<file path="config.mk">
export PLATFORM = sky130hd
export DESIGN_NAME = video_blend_top
export DESIGN_NICKNAME = d
export VERILOG_FILES = /design/src/rtl/video_blend_pkg.sv /design/src/rtl/blend_alpha_prep.sv /design/src/rtl/blend_channel.sv /design/src/rtl/blend_output_stage.sv /design/src/rtl/video_blend_top.sv
export SDC_FILE = /design/constraint.sdc
export NUM_CORES = 1
export LEC_CHECK = 0
export BUFFER_PORTS_ARGS = -buffer_cell sky130_fd_sc_hd__buf_2
export CORE_MARGIN = 2
export CORE_UTILIZATION = 60
export DETAILED_ROUTE_END_ITERATION = 6
export PLACE_DENSITY = 0.81
export SLEW_MARGIN = 15
export SYNTH_ARGS = -nofsm -noshare
export SYNTH_HDL_FRONTEND = slang
export SYNTH_SLANG_ARGS = --single-unit
</file>
<file path="constraint.sdc">
create_clock -name clk -period 4.6 [get_ports clk]
set_input_delay 1.15 -clock clk [delete_from_list [all_inputs] [get_ports clk]]
set_output_delay 1.15 -clock clk [all_outputs]
set_load 0.02 [all_outputs]
</file>
<file path="src/rtl/video_blend_pkg.sv">
// ----------------------------------------
// shared types and widths for the two-layer compositor
// weights are 0..16 so a 4 bit shift restores channel range
// ----------------------------------------
package video_blend_pkg;

    // one color channel, also the alpha width
    localparam int CHANNEL_W = 4;
    // r, g, b in that order
    localparam int NUM_CHANNELS = 3;
    // blend weight range 0..16 needs 5 bits
    localparam int WEIGHT_W = 5;
    // 4x5 bit products summed, max 255
    localparam int SUM_W = CHANNEL_W + WEIGHT_W;
    // full weight, passes a channel through unchanged
    localparam logic [WEIGHT_W-1:0] WEIGHT_ONE = WEIGHT_W'(16);

    // input pixel from either playfield
    typedef struct packed {
        logic [CHANNEL_W-1:0] alpha;
        logic [CHANNEL_W-1:0] r;
        logic [CHANNEL_W-1:0] g;
        logic [CHANNEL_W-1:0] b;
    } argb_t;

    // composited output pixel
    typedef struct packed {
        logic [CHANNEL_W-1:0] r;
        logic [CHANNEL_W-1:0] g;
        logic [CHANNEL_W-1:0] b;
    } rgb_t;

    // video timing bits, follow the pixels through every stage
    typedef struct packed {
        logic vsync;
        logic hsync;
        logic de;
    } video_sync_t;

    // foreground (B) and background (A) weights
    typedef struct packed {
        logic [WEIGHT_W-1:0] fg_w;
        logic [WEIGHT_W-1:0] bg_w;
    } blend_weight_t;

endpackage

</file>
<file path="src/rtl/blend_alpha_prep.sv">
// ----------------------------------------
// stage 1: mode and alpha reduced to one weight pair
// A alpha only matters for the select priority test
// ----------------------------------------
module blend_alpha_prep (
    input  logic                           clk,
    input  logic                           arst_n_i,
    input  video_blend_pkg::argb_t         pix_a_i,
    input  video_blend_pkg::argb_t         pix_b_i,
    input  video_blend_pkg::video_sync_t   sync_i,
    input  logic                           blend_en_i,
    output video_blend_pkg::argb_t         pix_a_o,
    output video_blend_pkg::argb_t         pix_b_o,
    output video_blend_pkg::blend_weight_t weight_o,
    output video_blend_pkg::video_sync_t   sync_o
);

    import video_blend_pkg::*;

    // B wins priority only when its alpha MSB is set and A's is clear
    logic          sel_b;
    // unregistered weight pair
    blend_weight_t weight_d;
    // B alpha zero-extended to weight width
    logic [WEIGHT_W-1:0] alpha_b;

    always_comb begin
        sel_b   = pix_b_i.alpha[CHANNEL_W-1] & ~pix_a_i.alpha[CHANNEL_W-1];
        alpha_b = WEIGHT_W'(pix_b_i.alpha);
        if (blend_en_i) begin
            // blend: fg = alpha + 1, bg = 16 - alpha, sum is always 17
            weight_d.fg_w = alpha_b + WEIGHT_W'(1);
            weight_d.bg_w = WEIGHT_ONE - alpha_b;
        end else if (sel_b) begin
            // select, show B
            weight_d.fg_w = WEIGHT_ONE;
            weight_d.bg_w = '0;
        end else begin
            // select, show A
            weight_d.fg_w = '0;
            weight_d.bg_w = WEIGHT_ONE;
        end
    end

    // weights, both pixels and sync all registered together
    // so stage 2 sees one aligned set
    always_ff @(posedge clk or negedge arst_n_i) begin
        if (!arst_n_i) begin
            pix_a_o  <= '0;
            pix_b_o  <= '0;
            weight_o <= '0;
            sync_o   <= '0;
        end else begin
            pix_a_o  <= pix_a_i;
            pix_b_o  <= pix_b_i;
            weight_o <= weight_d;
            sync_o   <= sync_i;
        end
    end

endmodule

</file>
<file path="src/rtl/blend_channel.sv">
// ----------------------------------------
// stage 2: one color lane, mode-agnostic
// weights must sum to 17 or less, no saturation
// ----------------------------------------
module blend_channel (
    input  logic                                    clk,
    input  logic                                    arst_n_i,
    input  logic [video_blend_pkg::CHANNEL_W-1:0]   fg_i,
    input  logic [video_blend_pkg::CHANNEL_W-1:0]   bg_i,
    input  video_blend_pkg::blend_weight_t          weight_i,
    output logic [video_blend_pkg::CHANNEL_W-1:0]   chan_o
);

    import video_blend_pkg::*;

    // weighted foreground (B) and background (A)
    logic [SUM_W-1:0] fg_prod;
    logic [SUM_W-1:0] bg_prod;
    // max 17 * 15 = 255, top bit stays clear
    logic [SUM_W-1:0] sum;

    always_comb begin
        fg_prod = SUM_W'(fg_i) * SUM_W'(weight_i.fg_w);
        bg_prod = SUM_W'(bg_i) * SUM_W'(weight_i.bg_w);
        sum     = fg_prod + bg_prod;
    end

    // divide by 16, keep bits 7..4
    always_ff @(posedge clk or negedge arst_n_i) begin
        if (!arst_n_i) begin
            chan_o <= '0;
        end else begin
            chan_o <= sum[2*CHANNEL_W-1:CHANNEL_W];
        end
    end

endmodule

</file>
<file path="src/rtl/blend_output_stage.sv">
// ----------------------------------------
// stage 3: packs lanes into rgb, gates color by de
// lane 0 is red, lane NUM_CHANNELS-1 is blue
// ----------------------------------------
module blend_output_stage (
    input  logic                               clk,
    input  logic                               arst_n_i,
    input  logic [video_blend_pkg::NUM_CHANNELS-1:0]
                 [video_blend_pkg::CHANNEL_W-1:0] chan_i,
    input  video_blend_pkg::video_sync_t       sync_i,
    output video_blend_pkg::rgb_t              pix_o,
    output video_blend_pkg::video_sync_t       sync_o
);

    import video_blend_pkg::*;

    // stage-1 sync held one cycle to meet the lane results
    video_sync_t sync_q;
    // lanes packed in r, g, b order
    rgb_t        pix_d;

    always_comb begin
        pix_d.r = chan_i[0];
        pix_d.g = chan_i[1];
        pix_d.b = chan_i[2];
    end

    always_ff @(posedge clk or negedge arst_n_i) begin
        if (!arst_n_i) begin
            sync_q <= '0;
        end else begin
            sync_q <= sync_i;
        end
    end

    // final register, sync and color leave together
    always_ff @(posedge clk or negedge arst_n_i) begin
        if (!arst_n_i) begin
            sync_o <= '0;
            pix_o  <= '0;
        end else begin
            sync_o <= sync_q;
            // blank outside display enable
            if (sync_q.de) begin
                pix_o <= pix_d;
            end else begin
                pix_o <= '0;
            end
        end
    end

endmodule

</file>
<file path="src/rtl/video_blend_top.sv">
// ----------------------------------------
// B over A compositor, fixed 3 cycle latency
// one pixel per clock, stream never stalls
// ----------------------------------------
module video_blend_top (
    input  logic                         clk,
    input  logic                         arst_n_i,
    input  video_blend_pkg::argb_t       pix_a_i,
    input  video_blend_pkg::argb_t       pix_b_i,
    input  video_blend_pkg::video_sync_t sync_i,
    input  logic                         blend_en_i,
    output video_blend_pkg::rgb_t        pix_o,
    output video_blend_pkg::video_sync_t sync_o
);

    import video_blend_pkg::*;

    // stage 1 outputs
    argb_t         pix_a_s1;
    argb_t         pix_b_s1;
    blend_weight_t weight_s1;
    video_sync_t   sync_s1;

    // per-lane operands, index 0 is red
    logic [NUM_CHANNELS-1:0][CHANNEL_W-1:0] a_chan;
    logic [NUM_CHANNELS-1:0][CHANNEL_W-1:0] b_chan;
    // stage 2 results
    logic [NUM_CHANNELS-1:0][CHANNEL_W-1:0] chan_res;

    blend_alpha_prep blend_alpha_prep_inst (
        .clk        (clk),
        .arst_n_i   (arst_n_i),
        .pix_a_i    (pix_a_i),
        .pix_b_i    (pix_b_i),
        .sync_i     (sync_i),
        .blend_en_i (blend_en_i),
        .pix_a_o    (pix_a_s1),
        .pix_b_o    (pix_b_s1),
        .weight_o   (weight_s1),
        .sync_o     (sync_s1)
    );

    // reversed concat puts r at index 0
    assign a_chan = {pix_a_s1.b, pix_a_s1.g, pix_a_s1.r};
    assign b_chan = {pix_b_s1.b, pix_b_s1.g, pix_b_s1.r};

    // B is foreground, A background
    for (genvar k = 0; k < NUM_CHANNELS; k++) begin : gen_channel
        blend_channel blend_channel_inst (
            .clk      (clk),
            .arst_n_i (arst_n_i),
            .fg_i     (b_chan[k]),
            .bg_i     (a_chan[k]),
            .weight_i (weight_s1),
            .chan_o   (chan_res[k])
        );
    end

    blend_output_stage blend_output_stage_inst (
        .clk      (clk),
        .arst_n_i (arst_n_i),
        .chan_i   (chan_res),
        .sync_i   (sync_s1),
        .pix_o    (pix_o),
        .sync_o   (sync_o)
    );

endmodule

</file>
== Word-level counts from Yosys, hierarchy flattened ==
Index checks and enable logic that the tools add are counted.
Operators by class
  add/sub/neg operators: 5
  multipliers: 6
  multiplexer cells: 3
  bitwise operators: 2
Operator list (number)
  multiplier 4 x 5 -> 8 bit: 6
  adder 8 bit: 3
  two-way mux 10 bit: 2
  two-way mux 12 bit: 1
  adder 4 x 1 -> 5 bit, second input constant: 1
  subtractor 5 x 4 -> 5 bit, first input constant: 1
  AND 1 bit: 1
  inverter 1 bit: 1
Storage, ports and cells
  register bits after elaboration: 67
  input bits: 38
  output and inout port bits: 15
  logic and storage cells: 39

== Longest topological paths before layout ==
  depth in word-level cells: 4
  depth in mapped cells: 16

== By module ==
From an unflattened synthesis, not the netlist that was laid out.
Second synthesis, totals
  cells, all modules: 493
  area total of the unflattened synthesis: 5417.7 um^2
Modules (own cells, without submodules)
  blend_channel at gen_channel[0].blend_channel_inst ...: times used 2, cells each 131, area each 1193.6 um^2, sequential area each 100.1 um^2
  blend_alpha_prep: times used 1, cells each 72, area each 1301.2 um^2, sequential area each 1101.1 um^2
  blend_channel at gen_channel[2].blend_channel_inst: times used 1, cells each 128, area each 1182.4 um^2, sequential area each 100.1 um^2
  blend_output_stage: times used 1, cells each 31, area each 546.8 um^2, sequential area each 450.4 um^2

== Worst setup path after synthesis ==
Ideal clock, no wire load.
  path type: reg2reg
  start point: reg blend_alpha_prep_inst.weight_o[6] in the netlist's numbering
  end point: reg gen_channel[1].blend_channel_inst.chan_o[1] in the netlist's numbering
  setup time: 0.122 ns
  data arrival time: 3.974 ns
  setup slack: 0.503 ns
  cell stages (with the launch flop): 16
  path buffers: 1
  clock period less this slack: 4.097 ns
  cells stage by stage: dfrtp_1 > clkbuf_1 > nand2_1 > fa_1 > fa_1 > inv_1 > fa_1 > inv_1 > fa_1 > inv_1 > ha_1 > nand4_4 > nor4bb_4 > o21ai_2 > nor2b_1 > xnor2_1
On the way
  longest elaborated chain between the ends: 2
Ends and longest elaborated chain
  start, declared: line blend_alpha_prep.sv:14  | output video_blend_pkg::blend_weight_t weight_o,
  start signal, assigned: line blend_alpha_prep.sv:56  | weight_o <= weight_d;
  multiplier 4 x 5 -> 8 bit: line blend_channel.sv:23  | fg_prod = SUM_W'(fg_i) * SUM_W'(weight_i.fg_w);
  adder 8 bit: line blend_channel.sv:25  | sum = fg_prod + bg_prod;
  net gen_channel[1].blend_channel_inst.sum[5]: line blend_channel.sv:20  | logic [SUM_W-1:0] sum;
  end signal, assigned: line blend_channel.sv:33  | chan_o <= sum[2*CHANNEL_W-1:CHANNEL_W];
  end, declared: line blend_channel.sv:11  | output logic [video_blend_pkg::CHANNEL_W-1:0] chan_o
The timed path passes the listed nets, and every way through them passes these cells.

== Worst setup path after layout ==
  start point: reg blend_alpha_prep_inst.weight_o[6] in the netlist's numbering
  end point: reg gen_channel[0].blend_channel_inst.chan_o[3] in the netlist's numbering
On the way
  longest elaborated chain between the ends: 2
Ends and longest elaborated chain (line)
  multiplier 4 x 5 -> 8 bit: blend_channel.sv:23
  adder 8 bit: blend_channel.sv:25
  net gen_channel[0].blend_channel_inst.sum[7]: blend_channel.sv:20
  end signal, assigned: blend_channel.sv:33
  end, declared: blend_channel.sv:11
The timed path passes the listed nets, and every way through them passes these cells.

==> run_results.csv <==
group,metric,value,unit
status,status,"finished, final reports clean",
cells_and_area,area_growth,10.0,%
critical_path,critical-path-slowest-cell,"dfrtp_1",
floorplan,start_util,61.0,%
timing,max_freq,229,MHz
synthesis,synthTopCellsByArea,"dfrtp_1, fa_1, and2_1",
hold_path,worstHoldPathType,"register to register",
synthesis,syn-num-nets,641,
cts,htreeDepth,3,
timing,tightest_slew,703,ps
cts,hold_buffers,0,
timing,tns,0,ps
synthesis,synth-seq-cells,66,
critical_path,end_kind,"register",
drt,drtIter0Drc,112,
synthesis,ys.flop_type,"dfrtp_1",
grt,grt_first_pass_wirelength,16200,µm
synthesis,synth_cell_types,34,
critical_path,crit_type,"register to register",
cts,clkTransAtPathRegs,70,ps
job,maxCapViolCount,0,
synthesis,synth_top_area_share,31.5,%
cells_and_area,final_nets,693,
critical_path,critPathBufInv,5,
timing,finalMaxSlewViolations,0,
critical_path,arrival,4630,ps
synthesis,yosysTopAreaCell,"dfrtp_1",
grt,antenna_found_initial,0,
timing,period_share,95.1,%
cts,postCtsSetupBuffers,0,
grt,grt_pass1_vias,3660,
timing,setup_viol,0,
drt,dr.pass1.iters,4,
drt,drc,0,
critical_path,path_delay_family,"adder cells",
power_and_ir_drop,power_density,327,nW/µm²
place,place_hpwl,7170,µm
place,place_ws,265,ps
cts,cts_tree,"built",
hold_path,whs_path_depth,0,
floorplan,core-area,8590,µm²
drt,routedWlPerCell,13.5,µm
timing,rsz0062_at_grt,"false",
critical_path,critPathMaxStageDelay,550,ps
timing,slew_headroom,53.1,%
cts,clk_latency,350,ps
floorplan,die_area,9510,µm²
cts,clock_path_buffers,2,
drt,wl,8900,µm
drt,dr_total_vias,3317,
cells_and_area,drive_gt1_share,14.4,%
timing,post-route-min-period,4380,ps
cells_and_area,diodes,0,
timing,final_hold_viol_count,0,
synthesis,ys_seq_area_share,31.5,%
critical_path,cp_data_required_time,4850,ps
floorplan,fp.dieW,97.5,µm
synthesis,syn_area,5250,µm²
cts,numCtsBuffers,9,
grt,overflow,0,
floorplan,die_h,97.5,µm
critical_path,r2r.worst_path.cells,15,
place,gp_congestion,0.795,
power_and_ir_drop,leakage,2.95,nW
cts,clockRootBuffer,"clkbuf_8",
cells_and_area,final.fill_count,674,
power_and_ir_drop,peakVddDrop,0.179,mV
synthesis,yosys_warnings,0,
critical_path,crit_cells,15,
place,port-buffer-count,49,
floorplan,num_io_pins,53,
cts,clock-sinks,66,
timing,setup_ws,225,ps
drt,postRouteAntennaNets,0,
timing,skew,8.57,ps
synthesis,synth_edf_count,0,
drt,vias_per_cell,5.04,
synthesis,synthCells,493,
synthesis,yosys.cell_count.top_type,"inv_1",
synthesis,avgSynthCellArea,10.6,µm²
grt,grt_use_total,21.4,%
critical_path,path_cells,"buf_4 -> and2_1 -> fa_1 -> inv_1 -> fa_1 -> inv_1 -> fa_1 -> inv_1 -> fa_1 -> inv_1 -> ha_1 -> and4bb_2 -> o22a_1 -> a31oi_1 -> xnor2_1",
cts,cts_resized,0,
critical_path,crit_path_start_kind,"register",
synthesis,synth_commonest_cells,"inv_1, and2_1, dfrtp_1, fa_1, ha_1",
synthesis,async_flop_share,100,%
floorplan,num_rows,34,
grt,grt_max_degree,36,
critical_path,crit_fanout,14,
[cell usage in the layout (no fill, tap or decap), types with 3 or more instances in the layout]
cell / n
buf_4: 5
xor2_1: 4
clkinvlp_4: 3
nor2_1: 7
dfrtp_1: 66
buf_2: 49
xnor2_1: 29
ha_1: 47
clkinv_2: 3
fa_1: 63
or2_2: 3
nor3_1: 4
clkbuf_8: 9
nand2_1: 34
inv_1: 100
and2_1: 99
[report_power, final]
part,switching (W),internal [W],total [W]
clock,0.000233,0.000193,0.000426
combinational,0.000394,0.000333,0.000726
sequential,0.0000507,0.000683,0.000733
total,0.000678,0.00121,0.00189
[per-stage QoR]
| step | area, µm² | util [%] | hold slack, ps | total power, W | std cells |
|---|---|---|---|---|---|
| floorplan | 5250 | - | 331 | 0.00129 | 493 |
| global placement | 5600 | 65.2 | 333 | 0.00143 | 642 |
| detailed placement | 5600 | 65.2 | 346 | 0.00148 | 642 |
| CTS | 5770 | 67.2 | 360 | 0.00191 | 658 |
| global route | 5770 | 67.2 | 358 | 0.00205 | 658 |
| finish | 5770 | 67.2 | 353 | 0.00189 | 658 |
[area by class of cell]
cell class / instances / area, µm² / share of cell area [%]
multi-input combinational: 314 / 3160 / 54.7
sequential: 66 / 1650 / 28.6
inverter: 100 / 375 / 6.50
timing repair buffer: 54 / 283 / 4.90
tap: 108 / 135 / 2.34
clock buffer: 9 / 124 / 2.15
clock inverter: 7 / 46.3 / 0.802
[sequential cells by signal (all words and copies together), names as in the netlist]
name	count
blend_alpha_prep_inst.pix_a_o	12
blend_alpha_prep_inst.pix_b_o	12
blend_output_stage_inst.pix_o	12
gen_channel.blend_channel_inst.chan_o	12
blend_alpha_prep_inst.weight_o	9
blend_alpha_prep_inst.sync_o	3
blend_output_stage_inst.sync_o	3
blend_output_stage_inst.sync_q	3
[metal layers]
metal	routed length [µm]	vias up	part of all wire (%)	GRT usage, %
met5	0	-	0	0
met4	205	0	2.3	8.33
met3	363	20	4.1	3.24
met2	4400	89	49	36.6
met1	3940	1643	44	27.6
li1	-	1565	-	-
[cell families (layout without fill, tap and decap cells)]
| kind of cell | Yosys count | after routing | share of synthesized area, % |
|---|---|---|---|
| AOI/OAI and AO/OA | 14 | 14 | 1.96 |
| DFF | 66 | 66 | 31.5 |
| buffers and inverters | 113 | 170 | 8.33 |
| adders and majority gates | 110 | 110 | 35.3 |
| xor gates and xnor gates | 33 | 33 | 5.51 |
| and+or+nand+nor | 157 | 157 | 17.5 |
[path summary, 6_finish.rpt]
path	startpoint	end	slack (ps)
max in group asynchronous	arst_n_i	blend_alpha_prep_inst.sync_o[2]	2850
setup / recovery	blend_alpha_prep_inst.weight_o[6]	gen_channel[0].blend_channel_inst.chan_o[3]	220
hold / removal	blend_alpha_prep_inst.sync_o[0]	blend_output_stage_inst.sync_q[0]	350
hold reg to reg	blend_alpha_prep_inst.sync_o[0]	blend_output_stage_inst.sync_q[0]	350
setup reg to reg	blend_alpha_prep_inst.weight_o[6]	gen_channel[0].blend_channel_inst.chan_o[3]	220
min in group asynchronous	arst_n_i	blend_output_stage_inst.pix_o[1]	850
Power figures use the tool's default switching activity.
